### src/design/acq_pkg.sv
`default_nettype none

package acq_pkg;

   // ----------------------------------------
   // Sample path types
   // ----------------------------------------

   typedef logic [23:0] sample_t;     // Raw antenna sample word

   typedef logic        bank_t;       // 0 selects bank A, 1 selects bank B

   localparam bank_t BANK_A = 1'b0;   // First bank after reset
   localparam bank_t BANK_B = 1'b1;

   // ----------------------------------------
   // DRAM side types
   // ----------------------------------------

   // Block count in the upper bits, in-block index in the lower bits
   typedef logic [23:0] dram_addr_t;

   // Drainer FSM
   typedef enum logic [1:0] {
      DRN_IDLE,                       // No block to drain
      DRN_READ,                       // RAM word is valid, capture it
      DRN_REQ,                        // Request high, wait for ack
      DRN_WAIT_ACK_LOW                // Request dropped, wait for ack release
   } drain_state_t;

endpackage : acq_pkg

`default_nettype wire
### src/design/block_writer.sv
`timescale 1ns/10ps
`default_nettype none

// Packs the incoming sample stream into blocks, alternating between
// bank A and bank B. Drops samples while the next bank is still draining.
module block_writer #(
   parameter int ABITS = 9                    // Block address width
) (
   input  logic              clk,
   input  logic              rst,
   input  logic              sample_valid,    // One strobe per sample
   input  acq_pkg::sample_t  sample_data,
   input  logic [1:0]        bank_busy,       // Owned by the drainer
   output logic              wr_en_a,         // Bank A write strobe
   output logic              wr_en_b,         // Bank B write strobe
   output logic [ABITS-1:0]  wr_addr,         // Shared write index
   output acq_pkg::sample_t  wr_data,         // Shared write word
   output logic              block_done,      // Last word of a block written
   output acq_pkg::bank_t    done_bank,       // Bank that just completed
   output logic              overflow         // Sticky, a sample was lost
);

   import acq_pkg::*;

   typedef logic [ABITS-1:0] baddr_t;

   // ----------------------------------------
   // State
   // ----------------------------------------

   bank_t  cur_bank;                          // Bank being filled
   bank_t  next_bank;                         // Bank to use after the wrap
   baddr_t wr_idx;                            // In-block write index
   logic   drop;                              // Drop mode flag
   logic   in_drop;                           // Drop mode and bank still busy
   logic   accept;                            // Sample goes into the RAM
   logic   last_word;                         // Index at end of block

   assign next_bank = ~cur_bank;
   assign in_drop   = drop && bank_busy[cur_bank]; // Bank freed this cycle takes the sample
   assign accept    = sample_valid && !in_drop;
   assign last_word = (wr_idx == {ABITS{1'b1}});

   // ----------------------------------------
   // Bank write port, zero latency
   // ----------------------------------------

   assign wr_en_a    = accept && (cur_bank == BANK_A);
   assign wr_en_b    = accept && (cur_bank == BANK_B);
   assign wr_addr    = wr_idx;
   assign wr_data    = sample_data;           // Written in the strobe cycle

   assign block_done = accept && last_word;   // One cycle, with the last write
   assign done_bank  = cur_bank;

   // ----------------------------------------
   // Index, bank switch and drop mode
   // ----------------------------------------

   always_ff @(posedge clk) begin
      if (rst) begin
         cur_bank <= BANK_A;
         wr_idx   <= '0;
         drop     <= 1'b0;
         overflow <= 1'b0;
      end else begin
         if (drop && !bank_busy[cur_bank]) begin
            drop <= 1'b0;                     // Drainer released the bank
         end

         if (accept) begin
            wr_idx <= wr_idx + 1'b1;          // Wraps to 0 at block end
            if (last_word) begin
               cur_bank <= next_bank;         // Takes effect on next sample
               drop     <= bank_busy[next_bank]; // Next bank still draining
            end
         end

         if (sample_valid && in_drop) begin
            overflow <= 1'b1;                 // Sticky until reset
         end
      end
   end

   // ----------------------------------------
   // Checks
   // ----------------------------------------

   // Only one bank written per cycle
   a_one_bank: assert property (
      @(posedge clk) disable iff (rst) !(wr_en_a && wr_en_b)
   );

   // Never write into a block the drainer still owns
   a_no_write_busy_a: assert property (
      @(posedge clk) disable iff (rst) wr_en_a |-> !bank_busy[BANK_A]
   ) else $error("block_writer: write to busy bank A");

   a_no_write_busy_b: assert property (
      @(posedge clk) disable iff (rst) wr_en_b |-> !bank_busy[BANK_B]
   ) else $error("block_writer: write to busy bank B");

endmodule : block_writer

`default_nettype wire

### config.mk
export PLATFORM = sky130hd
export DESIGN_NAME = block_writer
export DESIGN_NICKNAME = d
export VERILOG_FILES = /design/src/design/acq_pkg.sv /design/src/design/block_writer.sv
export SDC_FILE = /design/constraint.sdc
export NUM_CORES = 1
export LEC_CHECK = 0
export BUFFER_PORTS_ARGS = -buffer_cell sky130_fd_sc_hd__buf_2
export CORE_ASPECT_RATIO = 1.4
export CORE_MARGIN = 2
export CORE_UTILIZATION = 40
export CTS_CLUSTER_DIAMETER = 50
export DETAILED_ROUTE_END_ITERATION = 10
export PLACE_DENSITY = 0.79
export SLEW_MARGIN = 20
export SYNTH_ARGS = -nofsm -noshare
export SYNTH_HDL_FRONTEND = slang
export SYNTH_SLANG_ARGS = --single-unit
### constraint.sdc
create_clock -name clk -period 3.3 [get_ports clk]
set_clock_uncertainty 0.1 [all_clocks]
set_input_delay 0 -clock clk [delete_from_list [all_inputs] [get_ports clk]]
set_output_delay 0 -clock clk [all_outputs]
set_load 0.05 [all_outputs]
Word-level counts from Yosys, hierarchy flattened
Cells that the tools add are included.

storage, ports and cells
  bits in registers = 12
  bits in latches = 0
  RAM bits = 0
  memory bits (read-only) = 0
  input bits = 29
  output and inout bits = 38
  word-level logic and storage cells = 26
  memories = 0

operators by class
  add/subtract/negate cells = 1
  $mul = 0
  div/mod/pow operators = 0
  magnitude comparators = 2
  equality and inequality tests = 1
  shift-type cells = 0
  multiplexer cells = 7
  bitwise gates (word level) = 1
  reduce and logical (&&, ||, !) cells = 10

operator list
  kind                                                 count
  adder 9 x 1 -> 9 bit (second input constant)         1
  equality test 9 bit (second input constant)          1
  logical AND 1 bit                                    7
  two-way mux 1 bit                                    7
  < comparator 1 x 2 -> 1 bit (second input constant)  2
  zero test 1 bit                                      2
  AND reduction 2 bit                                  1
  inverter 1 bit                                       1

Depth between registers and ports, before layout
Gate-level depths: netlist of run 1.

  depth in word-level cells = 7
  depth in mapped cells = 8
  mapped depth without buffers = 8

Worst setup path before layout of run 1
OpenSTA, ideal clock, no wires.

  path type = register -> output
  from = reg wr_idx[0], in the netlist wr_addr[0]
  to = out block_done
  arrival = 2047 ps
  required time = 3200 ps
  setup slack = 1153 ps
  cell stages (with the launch flop) = 7
  path buffers = 0
  cell sequence = dfxtp_1 ha_1 nand3_1 nor2_1 ha_1 inv_1 nor2_1

between the ends
  word-level cells in the longest chain between the ends = 2

ends and longest elaborated chain
  element                 line                RTL
  start, declared         block_writer.sv:33  baddr_t wr_idx;
  start signal, assigned  block_writer.sv:72  wr_idx <= wr_idx + 1'b1;
  equality test 9 bit     block_writer.sv:42  assign last_word = (wr_idx == {ABITS{1'b1}});
  logical AND 1 bit       block_writer.sv:53  assign block_done = accept && last_word;
  end, declared           block_writer.sv:18  output logic block_done,

No other way between the ends.

Worst setup path in the final report of run 1
Same ends and word-level chain as after synthesis.

==> qor.csv, run 1 <==
metric,value,unit
fp.dieH,57.0,um
overflow,0,
crit_required,3200,ps
ctsResizeCount,0,
crit_type,flop to output pin,
nNetsFinal,147,
cts_buffers,3,
die_w,41.8,um
drt_iter0_drc,11,
path_delay_family,adder cells,
maxCapViolCount,0,
max_stage_delay,390,ps
p_int,246,uW
cts_max_path_buffers,2,
slew_violations,0,
switching_power,139,uW
final_common_cell,dlygate4sd3_1,
status,"finished, final reports clean",
htreeDepth,1,
comb_power_share,0.302,
cts_root_buf,clkbuf_4,
clock_latency,280,ps
yosysUniqueCellTypes,25,
numClockSinks,12,
hold_class,primary input to flop,
port_buffers,18,
syn-num-nets,125,
cts_tree,built,
power_frac_clock,0.307,
worst_hold_path.num_cells,3,
synth_cells,94,
path_clk_slew,70,ps
seqPwrFrac,0.391,
syn_area,802,um2
grt_pass1_vias,646,
route.vias.total,722,
r2r.worst_path.cells,8,
worstPathCellList,ha_1 -> nand3_1 -> nor2_1 -> ha_1 -> inv_1 -> nor2_1 -> buf_2,
fmax,533,MHz
syn2layout_area_growth,27.0,%
finalSetupViolCount,0,
rrSetupSlack,1450,ps
ir_worst_vdd,0.198,mV
coreArea,1930,um2
grt_pass1_wl,2.79,mm
crit_arrival,1780,ps
r2r-end,done_bank,
cp-startpoint,wr_addr[0],
wl_per_cell,13.0,um
multiInputGateArea,344,um2
cp-end-kind,output pin,
diodes,0,
fillers,183,
placementRows,19,
fin_crit_sh,0.569,
dr.pass1.iters,4,
grtUsageTotal,0.152,
antenna_found_initial,0,
critical-path-slowest-cell,dfxtp_1,
finalHoldViolations,0,
ys_warn_count,0,
worst-path-stages,7,
crit_path_max_fanout,4,
grt_start_max_net_pins,13,
power.total,384,uW
drcViolationCount,0,
startpoint_type,flop,
place_congestion,0.769,
swShare,0.361,
initial_core_util,0.417,
slew_headroom,0.662,
period_minus_slack,1880,ps
detail-route-antenna-nets,0,
cp_num_buf_inv,2,
wl,1.77,mm
die_area,2380,um2
ys_seq_elements,12,
r2r_start,wr_addr[0],
regArea,240,um2
p_leak,0.421,nW
post-route-util,0.529,
rsz0062_at_grt,false,
hpwl,1.14,mm
drive_gt1_frac,0.226,
pin_count,67,
syn_area_per_cell,8.53,um2
fin_tns_setup,0,ps
layout_common_cells,"dlygate4sd3_1 (27), buf_2 (18), nor2_1 (14)",
cp-endpoint,block_done,
avgViaCountPerCell,5.31,
tightest_slew,505,ps
ys_seq_area_frac,0.300,
p_per_area,377,nW/um2
==> state kept, by name (all words and copies together), names as in the netlist <==
register and cells:
wr_addr 9, done_bank 1, drop 1, overflow 1
==> stage by stage <==
step	area [um2]	cells	hold WS (ps)	setup slack, ps
5_1_grt	1020	136	90.8	1250
3_5_place_dp	712	105	-99.7	1470
4_1_cts	1020	136	37.4	1420
3_3_place_gp	712	105	-99.7	1570
6_report	1020	136	38.8	1420
2_1_floorplan	802	94	-27.2	1150
==> per-layer routing <==
layer | routed length, um | global-route usage | up-vias
li1 | - | - | 339
met3 | 171 | 0.0190 | 6
met1 | 577 | 0.159 | 324
met2 | 990 | 0.292 | 53
met4 | 34 | 0.0691 | 0
met5 | 0 | 0 | -
==> timing repair <==
| action | 4_1_cts | 5_1_grt |
|---|---|---|
| hold buffers | 27 | 0 |
| buffers inserted | 0 | 0 |
| hold endpoints to repair | 36 | 0 |
==> cell type report <==
| type | instances | share of cell area |
|---|---|---|
| multi-input combinational | 51 | 0.338 |
| clock buffer | 4 | 0.0356 |
| tap | 21 | 0.0258 |
| inverter | 3 | 0.0111 |
| sequential | 12 | 0.236 |
| timing repair buffer | 45 | 0.354 |
==> worst reg2reg max path: cells and delay by family (launching register included) <==
family / cells / cell delay [ps]
fa+ha+maj: 2 / 490
simple gates: 4 / 360
flops: 1 / 390
compound gates: 2 / 410
==> power by group through the flow <==
stage / sequential, mW / combinational [mW] / clock (mW)
finish: 0.150 / 0.116 / 0.118
global route: 0.151 / 0.120 / 0.127
CTS: 0.150 / 0.117 / 0.121
detailed placement: 0.154 / 0.0341 / 0
global placement: 0.154 / 0.0338 / 0
floorplan: 0.163 / 0.0943 / 0
==> synthesized netlist by cell type (all sizes together) <==
cell type | count | area share
a211oi | 3 | 0.028
o31ai | 1 | 0.0094
nor2 | 14 | 0.066
or4 | 1 | 0.0094
o21ai | 1 | 0.020
xnor2 | 4 | 0.044
a221oi | 1 | 0.011
nand2 | 3 | 0.014
xor2 | 2 | 0.022
o211ai | 1 | 0.0094
buf | 26 | 0.25
mux2i | 3 | 0.053
a31oi | 1 | 0.0078
nand4 | 3 | 0.023
mux2 | 1 | 0.014
a21oi | 6 | 0.037
clkbuf | 2 | 0.0094
a32oi | 1 | 0.011
ha | 2 | 0.031
nand3 | 3 | 0.019
dfxtp | 12 | 0.30
inv | 3 | 0.014
==> how the worst min path moves through the flow <==
stage,start,end,slack (ps)
after floorplan,rst,done_bank,-30
after global routing,bank_busy[0],drop,90
after detailed placement,sample_data[14],wr_data[14],-100
final,bank_busy[0],drop,40
after global placement,sample_data[14],wr_data[14],-100
after CTS,bank_busy[0],drop,40
==> kinds of logic after synthesis <==
family	Yosys count	share of synthesized area
adder cells (fa/ha/maj)	2	0.0312
AND/OR/NAND/NOR	24	0.131
AO/OA/AOI/OAI	15	0.134
XOR/XNOR	6	0.0655
multiplexers	4	0.0671
flip-flops	12	0.300
buffers and inverters	31	0.271
Power figures use the tool's default switching activity.
==> inputs of run 2 (changes only) <==
--- a/config.mk
+++ b/config.mk
@@ -8,10 +8,10 @@
 export BUFFER_PORTS_ARGS = -buffer_cell sky130_fd_sc_hd__buf_2
 export CORE_ASPECT_RATIO = 1.4
 export CORE_MARGIN = 2
-export CORE_UTILIZATION = 40
+export CORE_UTILIZATION = 38
 export CTS_CLUSTER_DIAMETER = 50
 export DETAILED_ROUTE_END_ITERATION = 10
-export PLACE_DENSITY = 0.79
+export PLACE_DENSITY = 0.75
 export SLEW_MARGIN = 20
 export SYNTH_ARGS = -nofsm -noshare
 export SYNTH_HDL_FRONTEND = slang
==> constraint.sdc (replaced) <==
create_clock -name clk -period 1.9 [get_ports clk]
set_clock_uncertainty 0.1 [all_clocks]
set_input_delay 0 -clock clk [delete_from_list [all_inputs] [get_ports clk]]
set_output_delay 0 -clock clk [all_outputs]
set_load 0.05 [all_outputs]
==> qor.csv, run 2 (synthesis results as in run 1) <==
metric,value,unit
fmax,562,MHz
holdPathEnd,overflow,
die_area,2500,um2
drt_iter0_drc,10,
detail-route-antenna-nets,0,
rrSetupSlack,180,ps
final_common_cell,dlygate4sd3_1,
nNetsFinal,147,
cp-end-kind,output pin,
period_minus_slack,1780,ps
path_clk_slew,90,ps
hold_class,primary input to flop,
cts_buffers,3,
cts_tree,built,
avgViaCountPerCell,5.25,
wl,1.89,mm
wl_per_cell,13.9,um
fillers,184,
place_inst,106,
fin_crit_sh,0.936,
route.vias.total,714,
cts_root_buf,clkbuf_4,
antenna_found_initial,0,
syn2layout_area_growth,28.1,%
worst_hold_path.num_cells,3,
place_worst_setup_slack,229,ps
port_buffers,18,
crit_arrival,1680,ps
layout.cells.non_filler,136,
status,"finished, final reports clean",
r2r-end,wr_addr[6],
slew_violations,0,
ir_worst_vdd,0.259,mV
p_leak,0.420,nW
place_congestion,0.776,
htreeDepth,1,
startpoint_type,flop,
largest_reg_flops,9,
dr.pass1.iters,4,
r2r_start,done_bank,
clock_latency,280,ps
tightest_slew,512,ps
drive_gt1_frac,0.278,
min-delay-start,sample_valid,
grt_start_max_net_pins,13,
crit_path_max_fanout,4,
grt_pass1_vias,659,
overflow,0,
holdWs,25.0,ps
finalSetupViolCount,0,
fin_tns_setup,0,ps
maxCapViolCount,0,
pin_count,67,
grtUsageTotal,0.154,
initial_core_util,0.406,
fp.dieH,58.4,um
layout_common_cells,"dlygate4sd3_1 (26), buf_2 (17), nor2_1 (13)",
finalHoldViolations,0,
coreArea,1970,um2
placementRows,19,
cts_max_path_buffers,2,
grt_pass1_wl,2.93,mm
crit_required,1800,ps
cp-startpoint,wr_addr[0],
numClockSinks,12,
r2r.worst_path.cells,4,
diodes,0,
p_per_area,653,nW/um2
layout_setup_ws,122,ps
rsz0062_at_grt,false,
drcViolationCount,0,
slew_headroom,0.657,
hpwl,1.12,mm
crit_type,flop to output pin,
die_w,42.8,um
[run 2: cell count changes in the layout (fill, tap and decap cells not counted)]
cell           previous run  this run
nor2_2                    0         1
nor2_1                   14        13
buf_2                    18        17
dfxtp_2                   0         3
ha_2                      0         1
dlygate4sd3_1            27        26
buf_4                     0         2
dfxtp_1                  12         9
ha_1                      2         1
[run 2: repair_timing]
action                                 in CTS  in global routing
endpoints found under the hold margin      36                  0
setup endpoints to repair                   0                  1
buffers inserted                            0                  0
gates resized for setup                     0                  3
hold buffers                               26                  0
[run 2: area by class of cell]
cell class / count / area [um2] / share of cell area
clock buffer: 4 / 36.3 / 0.0353
inverter: 3 / 11.3 / 0.0110
multi-input combinational: 51 / 349 / 0.340
sequential: 12 / 244 / 0.238
tap: 21 / 26.3 / 0.0256
timing repair buffer: 45 / 360 / 0.351
[run 2: worst max-delay path by stage]
stage | to | slack (ps)
after global placement | done_bank | 280
after floorplan | wr_addr[6] | 100
final | block_done | 120
after global routing | block_done | 10
after CTS | block_done | 40
after detailed placement | wr_addr[6] | 230
[run 2: worst max-delay path, cell delays in order, from the launching register on]
cell and delay, ps:
dfxtp_2 370, ha_1 220, nand3_1 90, nor2_1 120, ha_2 230, inv_1 60
nor2_2 90, buf_4 200
[run 2: per-layer routing]
layer | vias up | global-route usage | wire length, um
li1 | 339 | - | -
met1 | 328 | 0.158 | 670
met2 | 40 | 0.281 | 1040
met3 | 7 | 0.0307 | 116
met4 | 0 | 0.0938 | 56
met5 | - | 0 | 0
[run 2: stage by stage]
step | total power, mW | utilization | area (um2)
floorplan | 0.447 | - | 808
global placement | 0.327 | 0.368 | 726
detailed placement | 0.328 | 0.368 | 726
CTS | 0.672 | 0.518 | 1020
global route | 0.691 | 0.521 | 1030
finish | 0.671 | 0.521 | 1030
[run 2: report_power, final]
group / switching [mW] / internal, mW / leakage [nW]
logic: 0.148 / 0.0530 / 0.301
clock network: 0.0905 / 0.117 / 0.0210
registers: 0.00535 / 0.257 / 0.0982
total: 0.244 / 0.426 / 0.420
