[src/design/acq_pkg.sv]
`default_nettype none

package acq_pkg;

   // ----------------------------------------
   // Sample path types
   // ----------------------------------------

   typedef logic [23:0] sample_t;     // Raw antenna sample word

   typedef logic        bank_t;       // 0 selects bank A, 1 selects bank B

   localparam bank_t BANK_A = 1'b0;   // First bank after reset
   localparam bank_t BANK_B = 1'b1;

   // ----------------------------------------
   // DRAM side types
   // ----------------------------------------

   // Block count in the upper bits, in-block index in the lower bits
   typedef logic [23:0] dram_addr_t;

   // Drainer FSM
   typedef enum logic [1:0] {
      DRN_IDLE,                       // No block to drain
      DRN_READ,                       // RAM word is valid, capture it
      DRN_REQ,                        // Request high, wait for ack
      DRN_WAIT_ACK_LOW                // Request dropped, wait for ack release
   } drain_state_t;

endpackage : acq_pkg

`default_nettype wire
[src/design/block_drainer.sv]
`timescale 1ns/10ps
`default_nettype none

// Drains completed blocks from the two banks, in completion order,
// one word per four-phase req/ack exchange with the DRAM port.
module block_drainer #(
   parameter int ABITS = 9                    // Block address width
) (
   input  logic                clk,
   input  logic                rst,
   input  logic                block_done,    // Writer finished a block
   input  acq_pkg::bank_t      done_bank,     // Which bank finished
   input  acq_pkg::sample_t    rd_data_a,     // Bank A read word
   input  acq_pkg::sample_t    rd_data_b,     // Bank B read word
   input  logic                dram_ack,
   output logic [ABITS-1:0]    rd_addr,       // Shared read index
   output logic [1:0]          bank_busy,     // One bit per bank
   output logic                dram_req,
   output acq_pkg::sample_t    dram_data,
   output acq_pkg::dram_addr_t dram_addr
);

   import acq_pkg::*;

   localparam int CNT_BITS = $bits(dram_addr_t) - ABITS; // Block counter width

   typedef logic [ABITS-1:0]    baddr_t;
   typedef logic [CNT_BITS-1:0] blk_cnt_t;

   // ----------------------------------------
   // State
   // ----------------------------------------

   drain_state_t state;
   bank_t        cur_bank;                    // Bank being drained
   baddr_t       rd_idx;                      // In-block read index
   blk_cnt_t     blk_cnt;                     // Upper DRAM address bits
   logic         pend_valid;                  // One queued block
   bank_t        pend_bank;
   sample_t      rd_word;                     // Word of the current bank
   logic         finish;                      // Last word's ack released
   logic         take_done;                   // Start on the new block now
   logic         queue_done;                  // Park the new block

   assign rd_addr = rd_idx;                   // Both banks read in parallel
   assign rd_word = (cur_bank == BANK_A) ? rd_data_a : rd_data_b;

   // Index is bumped at ack rise, so 0 here means the block wrapped
   assign finish = (state == DRN_WAIT_ACK_LOW) && !dram_ack && (rd_idx == '0);

   assign take_done  = block_done && ((state == DRN_IDLE) || (finish && !pend_valid));
   assign queue_done = block_done && !take_done;

   // ----------------------------------------
   // FSM and control
   // ----------------------------------------

   always_ff @(posedge clk) begin
      if (rst) begin
         state      <= DRN_IDLE;
         cur_bank   <= BANK_A;
         rd_idx     <= '0;
         blk_cnt    <= '0;
         pend_valid <= 1'b0;
         bank_busy  <= 2'b00;
         dram_req   <= 1'b0;
      end else begin
         case (state)
            DRN_IDLE: begin
               if (take_done) begin
                  cur_bank <= done_bank;      // Word 0 already on rd_data next cycle
                  state    <= DRN_READ;
               end
            end
            DRN_READ: begin
               dram_req <= 1'b1;              // Word captured in the payload block
               state    <= DRN_REQ;
            end
            DRN_REQ: begin
               if (dram_ack) begin
                  dram_req <= 1'b0;
                  rd_idx   <= rd_idx + 1'b1;  // Prefetch next word during release
                  state    <= DRN_WAIT_ACK_LOW;
               end
            end
            DRN_WAIT_ACK_LOW: begin
               if (!dram_ack) begin
                  if (!finish) begin
                     state <= DRN_READ;
                  end else begin
                     blk_cnt             <= blk_cnt + 1'b1;
                     bank_busy[cur_bank] <= 1'b0; // Writer may refill it
                     if (pend_valid) begin
                        cur_bank   <= pend_bank;
                        pend_valid <= 1'b0;
                        state      <= DRN_READ;
                     end else if (take_done) begin
                        cur_bank <= done_bank;
                        state    <= DRN_READ;
                     end else begin
                        state <= DRN_IDLE;
                     end
                  end
               end
            end
            default: state <= DRN_IDLE;
         endcase

         if (block_done) begin
            bank_busy[done_bank] <= 1'b1;     // Never the bank being released
         end
         if (queue_done) begin
            pend_valid <= 1'b1;
         end
      end
   end

   // ----------------------------------------
   // Payload registers
   // ----------------------------------------

   always_ff @(posedge clk) begin
      if (state == DRN_READ) begin
         dram_data <= rd_word;
         dram_addr <= {blk_cnt, rd_idx};      // Block count over index
      end
      if (queue_done) begin
         pend_bank <= done_bank;
      end
   end

   // ----------------------------------------
   // Checks
   // ----------------------------------------

   // Word and address held for the whole request
   a_req_stable: assert property (
      @(posedge clk) disable iff (rst)
      (dram_req && $past(dram_req)) |-> ($stable(dram_data) && $stable(dram_addr))
   ) else $error("block_drainer: DRAM word changed under req");

   // Four-phase rule, sink must have released ack first
   a_req_after_ack_low: assert property (
      @(posedge clk) disable iff (rst) $rose(dram_req) |-> !dram_ack
   ) else $error("block_drainer: req raised while ack high");

   // Writer never completes a third block
   a_pend_overrun: assert property (
      @(posedge clk) disable iff (rst) !(queue_done && pend_valid)
   );

endmodule : block_drainer

`default_nettype wire

[config.mk]
export PLATFORM = sky130hd
export DESIGN_NAME = block_drainer
export DESIGN_NICKNAME = d
export VERILOG_FILES = /design/src/design/acq_pkg.sv /design/src/design/block_drainer.sv
export SDC_FILE = /design/constraint.sdc
export NUM_CORES = 1
export LEC_CHECK = 0
export CAP_MARGIN = 40
export CORE_UTILIZATION = 25
export DETAILED_ROUTE_END_ITERATION = 7
export DONT_BUFFER_PORTS = 1
export PLACE_DENSITY = 0.45
export SLEW_MARGIN = 20
export SYNTH_ARGS = -nofsm -noshare
export SYNTH_HDL_FRONTEND = slang
export SYNTH_SLANG_ARGS = --single-unit
[constraint.sdc]
create_clock -name clk -period 3.6 [get_ports clk]
set_clock_uncertainty 0.2 [all_clocks]
set_input_delay 0.18 -clock clk [delete_from_list [all_inputs] [get_ports clk]]
set_output_delay 0.18 -clock clk [all_outputs]
set_load 0.01 [all_outputs]
### Word level (Yosys, flattened, before mapping)

Cells that the tools add are included.

| storage, ports and cells | value |
|---|---|
| register bits after elaboration | 80 |
| latch bits | 0 |
| RAM bits | 0 |
| bits in read-only memories | 0 |
| input port bits | 53 |
| output and inout bits | 60 |
| word-level logic and storage cells | 79 |
| memories | 0 |

| cells by class | value |
|---|---|
| add/sub/neg operators | 2 |
| $mul | 0 |
| div/mod/pow operators | 0 |
| order comparisons | 4 |
| eq/ne operators | 8 |
| shift operators | 0 |
| multiplexer cells | 28 |
| bitwise logic cells | 4 |
| reduce and logical (&&, ||, !) cells | 23 |

Operator list:

| operator | count |
|---|---|
| $mux W24 | 1 |
| $mux W2 | 8 |
| $add A15 B1 Y15 const B | 1 |
| $mux W1 | 14 |
| $reduce_and A3 Y1 | 4 |
| $add A9 B1 Y9 const B | 1 |
| $logic_not A9 Y1 | 1 |
| $ne A2 B2 Y1 const B | 4 |
| $pmux W2 S4 | 1 |
| $reduce_bool A2 Y1 | 4 |
| $logic_and A1 B1 Y1 | 7 |
| $eq A2 B2 Y1 const B | 2 |
| $lt A1 B2 Y1 const B | 2 |
| $pmux W1 S2 | 2 |
| $reduce_and A2 Y1 | 2 |
| $logic_not A1 Y1 | 3 |
| $and A2 B2 Y2 | 1 |
| $demux W1 S1 | 2 |
| $eq A2 B1 Y1 const B | 1 |
| $ge A1 B1 Y1 const B | 2 |
| $logic_not A2 Y1 | 1 |
| $ne A2 B1 Y1 const B | 1 |
| $not A2 Y2 | 1 |
| $or A2 B2 Y2 | 1 |
| other kinds (2) | 2 |

### Logic depth before layout (Yosys ltp)

| logic depth | value |
|---|---|
| depth in word-level cells | 12 |
| mapped depth | 8 |
| mapped depth without buffers | 7 |

### Least setup slack after synthesis

No wires, ideal clock.

| path | value |
|---|---|
| kind | register to register |
| start | register state[1] |
| end | register cur_bank |
| setup time | 0.126 ns |
| arrival time | 2.145 ns |
| data required time | 3.274 ns |
| setup slack | 1.129 ns |
| cell stages (with the launch flop) | 8 |
| path buffers | 1 |
| clock period less this slack | 2.471 ns |
| cells stage by stage | dfxtp_1 -> ha_1 -> or4b_1 -> or3_1 -> buf_6 -> o311a_1 -> a311oi_1 -> o41ai_1 |

| between the ends | value |
|---|---|
| word-level cells in the longest chain between the ends | 11 |
| elaborated cells between the ends (all ways) | 16 |
| classes of those cells | 3 x eq/ne; 5 x mux; 8 x reduce/logical |

Ends and longest elaborated chain:

| element | RTL line | text |
|---|---|---|
| from (decl) | block_drainer.sv:34 | `drain_state_t state;` |
| from (signal assigned) | block_drainer.sv:60 | `state <= DRN_IDLE;` |
| from (signal assigned) | block_drainer.sv:72 | `state <= DRN_READ;` |
| from (signal assigned) | block_drainer.sv:77 | `state <= DRN_REQ;` |
| $eq A2 B2 Y1 | block_drainer.sv:49, block_drainer.sv:68 |  |
| $logic_and A1 B1 Y1 (2 in series) | block_drainer.sv:49 | `assign finish = (state == DRN_WAIT_ACK_LOW) && !dram_ack && (rd_idx == '0);` |
| $logic_and A1 B1 Y1 | block_drainer.sv:51 | `assign take_done = block_done && ((state == DRN_IDLE) \|\| (finish && !pend_valid));` |
| $logic_or A1 B1 Y1 | block_drainer.sv:51 |  |
| $logic_and A1 B1 Y1 | block_drainer.sv:51 |  |
| $mux W1 (4 in series) | n/a |  |
| $pmux W1 S2 | block_drainer.sv:68 | `case (state)` |
| to (signal assigned) | block_drainer.sv:71 | `cur_bank <= done_bank;` |
| to (signal assigned) | block_drainer.sv:94 | `cur_bank <= pend_bank;` |
| to (signal assigned) | block_drainer.sv:98 | `cur_bank <= done_bank;` |
| to (decl) | block_drainer.sv:35 | `bank_t cur_bank;` |

Several ways; a longest one is shown, not always the timed one. The select of a mux whose other input is x is not followed.
A chain may end at the register's enable or synchronous reset.

### Worst setup path in the final report

| path | value |
|---|---|
| start | register state[0] |
| end | register bank_busy[0] |

| between the ends | value |
|---|---|
| word-level cells in the longest chain between the ends | 9 |

Ends and longest elaborated chain:

| element | RTL line | text |
|---|---|---|
| $eq A2 B2 Y1 (*) | block_drainer.sv:49, block_drainer.sv:68 |  |
| $logic_and A1 B1 Y1 (2 in series) | block_drainer.sv:49 |  |
| $mux W2 | block_drainer.sv:88 | `if (!finish) begin` |
| $mux W2 | block_drainer.sv:87 | `if (!dram_ack) begin` |
| $mux W2 (*) | block_drainer.sv:68 |  |
| $mux W2 (*) | block_drainer.sv:59 | `if (rst) begin` |
| $or A2 B2 Y2 (no source line) | n/a |  |
| $mux W2 (*) | block_drainer.sv:109 | `if (block_done) begin` |
| to (signal assigned) | block_drainer.sv:65 | `bank_busy <= 2'b00;` |
| to (signal, indexed assignment) | block_drainer.sv:92 | `bank_busy[cur_bank] <= 1'b0;` |
| to (signal, indexed assignment) | block_drainer.sv:110 | `bank_busy[done_bank] <= 1'b1;` |
| to (decl) | block_drainer.sv:17 | `output logic [1:0] bank_busy,` |

Every way passes the cells marked *; elsewhere a longest branch is shown, timed or not. The select of a mux whose other input is x is not followed.

==> flow_metrics.env <==
export IMPL_clk_pin_slew_ns=0.06
export IMPL_r2r_cells=6
export IMPL_ir_drop_mv=0.222
export IMPL_drv_cap=0
export IMPL_setup_viol=0
export IMPL_drt_antenna_violating_nets=0
export IMPL_place_hpwl_um=4320
export IMPL_cp_required_ns=3.62
export IMPL_synth_xor_area_frac=0.0455
export IMPL_synth_avg_cell_area_um2=13.0
export IMPL_synth_seq_area_share=0.639
export IMPL_h_tree_depth=3
export IMPL_fmax_mhz=346
export IMPL_min_path_type="in2reg"
export IMPL_path_class="reg2reg"
export IMPL_crit_arrival_ns=2.92
export IMPL_synth_compound_gate_area_share=0.0401
export IMPL_start_kind="flip-flop"
export IMPL_port_buffer_count=0
export IMPL_die_area_um2=13600
export IMPL_cp_end_kind="flip-flop"
export IMPL_post_route_min_period_ns=2.89
export IMPL_vias=2080
export IMPL_outcome="complete, no violations"
export IMPL_gp_congestion=0.719
export IMPL_cts_tree="yes"
export IMPL_drv_slew=0
export IMPL_powerDensity_nw_per_um2=664
export IMPL_grt_max_degree=35
export IMPL_synth_top_family_by_area="simple AND/OR/NAND/NOR gates"
export IMPL_cts_root_buf="clkbuf_16"
export IMPL_hp_start="block_done"
export IMPL_overflow=0
export IMPL_synth_cells=252
export IMPL_max_slew_margin_rel=0.475
export IMPL_grt_pass1_wl_um=10500
export IMPL_synthAdderAreaFrac=0.0336
export IMPL_post_drt_wl_per_cell_um=14.3
export IMPL_io_pins=113
export IMPL_fin_util=0.344
export IMPL_hold_viol_final=0
export IMPL_holdPathEnd="state[1]"
export IMPL_diodes=0
export IMPL_netlist_area_um2=3270
export IMPL_die_w_um=116
export IMPL_core_area_um2=12700
export IMPL_post_route_period_util=0.804
export IMPL_first_global_vias=1996
export IMPL_rsz0062_at_grt="no"
export IMPL_grt_usage=0.105
export IMPL_die_h_um=116
export IMPL_via_per_inst=4.25
export IMPL_synthesis_nets=313
export IMPL_ys_ff_latch=80
export IMPL_rows=41
export IMPL_clockBufferDepth=2
export IMPL_cts_sinks=80
export IMPL_antenna_found_initial=0
export IMPL_reg2reg_slack_ns=0.71
export IMPL_wl_um=6980
export IMPL_synth_cell_types=39
export IMPL_regToRegStartpoint="state[0]"
export IMPL_cts_buffers_inserted=9
export IMPL_muxShareOfSynthArea=0.0887
export IMPL_synth_simple_area_share=0.134
export IMPL_start_util=0.258
export IMPL_setup_tns_ns=0
export IMPL_worst_pin_slew_ns=0.780
export IMPL_crit_slowest_cell="or4b_1"
export IMPL_drt_initial_drc_count=105
export IMPL_nNetsFinal=373
export IMPL_dr_pass1_iters=4
export IMPL_layout_drive_gt1_share=0.151
export IMPL_yosysWarnings=0
export IMPL_clock_latency_ns=0.34
export IMPL_r2r_end="bank_busy[0]"
export IMPL_cp_slowest_stage_delay_ns=0.55
export IMPL_areaGrowthSynthToFinish_pct=33.0
export IMPL_drc=0
export IMPL_leakagePower_nw=1.52
export IMPL_crit_chain="ha_1 -> or4b_1 -> or3_1 -> o21ai_0 -> a21oi_1 -> dlygate4sd3_1"
export IMPL_whs_path_depth=3
export IMPL_crit_fanout=10
[stage by stage]
step / setup slack [ns] / instance area [µm²] / total power, mW / cells / hold WS [ns]
2_1_floorplan: 1.13 / 3270 / 1.73 / 252 / 0.0789
3_3_place_gp: 0.980 / 3470 / 1.83 / 418 / 0.0582
3_5_place_dp: 0.826 / 3470 / 1.84 / 418 / 0.0602
4_1_cts: 0.716 / 4330 / 2.91 / 488 / 0.0158
5_1_grt: 0.531 / 4350 / 3.05 / 489 / 0.0439
6_report: 0.707 / 4350 / 2.89 / 489 / 0.0133
[critical path, delay by kind of cell (launching register included)]
kind	cells	cell delay, ns
adders and majority gates	1	0.25
AOI/OAI and AO/OA	2	0.29
and+or+nand+nor	2	1.07
DFF	1	0.42
buffers and inverters	1	0.55
[layout by cell type, fill, tap and decap left out, drive strengths merged, types with 2 or more instances in the layout]
master | netlist | routed
nor2b | 3 | 3
nand2 | 20 | 20
mux2 | 24 | 24
xnor2 | 4 | 4
dfxtp | 31 | 31
or4 | 2 | 2
nand2b | 2 | 2
dlygate4sd3 | 0 | 53
inv | 7 | 8
clkinv | 0 | 2
and3 | 4 | 4
nand3 | 6 | 6
buf | 2 | 4
ha | 8 | 8
edfxtp | 49 | 49
mux2i | 2 | 2
nand4 | 7 | 7
a21oi | 10 | 10
or3 | 5 | 5
xor2 | 13 | 13
nand3b | 2 | 2
o21ai | 6 | 6
nor2 | 24 | 24
clkbuf | 6 | 11
nor3 | 2 | 2
nor4 | 3 | 3
[cells by family after synthesis]
logic type | Yosys count
flops | 80
simple gates | 83
xor+xnor | 17
fa+ha+maj | 9
buf+inv | 15
mux | 26
compound gates | 22
[worst max-delay path by stage]
stage,startpoint,to,cells past startpoint
after detailed placement,state[0],cur_bank,6
final,state[0],bank_busy[0],6
after global placement,state[1],cur_bank,6
after global routing,state[0],bank_busy[0],6
after floorplan,state[1],cur_bank,7
after CTS,state[0],bank_busy[0],6
[final cells by class]
class                           count  area [µm²]
Timing Repair Buffer               57         593
Clock buffer                       11         243
Tap cell                          172         215
Clock inverter                      5        63.8
Multi-Input combinational cell    157        1120
Sequential cell                    80        2090
Fill cell                        1262        8320
Inverter                            7        26.3
[where the power goes]
part	switching, mW	internal [mW]	leakage [nW]	total [mW]
logic	0.231	0.264	0.654	0.495
clock network	0.373	0.561	0.146	0.935
registers	0.202	1.26	0.716	1.46
total	0.807	2.08	1.52	2.89
[synth_stat cells (all sizes together)]
cell type	count	area share
edfxtp	49	0.45
dfxtp	31	0.19
mux2	24	0.083
nor2	24	0.028
nand2	20	0.023
xor2	13	0.035
a21oi	10	0.015
ha	8	0.031
inv	7	0.0080
nand4	7	0.013
clkbuf	6	0.0069
nand3	6	0.0092
o21ai	6	0.0092
or3	5	0.0096
and3	4	0.0076
xnor2	4	0.011
nor2b	3	0.0057
nor4	3	0.012
buf	2	0.0046
mux2i	2	0.0061
nand2b	2	0.0038
nand3b	2	0.0046
nor3	2	0.0031
or4	2	0.0057
a22oi	1	0.0023
a311oi	1	0.0027
and2	1	0.0019
and4	1	0.0027
maj3	1	0.0031
o21a	1	0.0023
o311a	1	0.0031
o311ai	1	0.0027
o41ai	1	0.0027
or4b	1	0.0031
[routing by layer]
metal  up-vias  routed length (µm)  track usage
li1       1035                   -            -
met4         0                 130       0.0607
met3        11                 347       0.0384
met5         -                   0            0
met1       976                3140        0.130
met2        58                3360        0.157
[repair_timing]
item | in CTS | in global routing
resized for setup | 0 | 0
setup buffers | 0 | 0
endpoints found under the setup margin | 0 | 0
endpoints found under the hold margin | 57 | 0
hold buffers | 54 | 0
[state kept, by name (all words and copies together), names as in the netlist]
| name | count |
|---|---|
| blk_cnt | 15 |
| cur_bank | 1 |
| pend_valid | 1 |
| state | 2 |
| rd_addr | 9 |
| dram_data | 24 |
| dram_addr | 24 |
| dram_req | 1 |
| pend_bank | 1 |
| bank_busy | 2 |
Power figures use the tool's default switching activity.
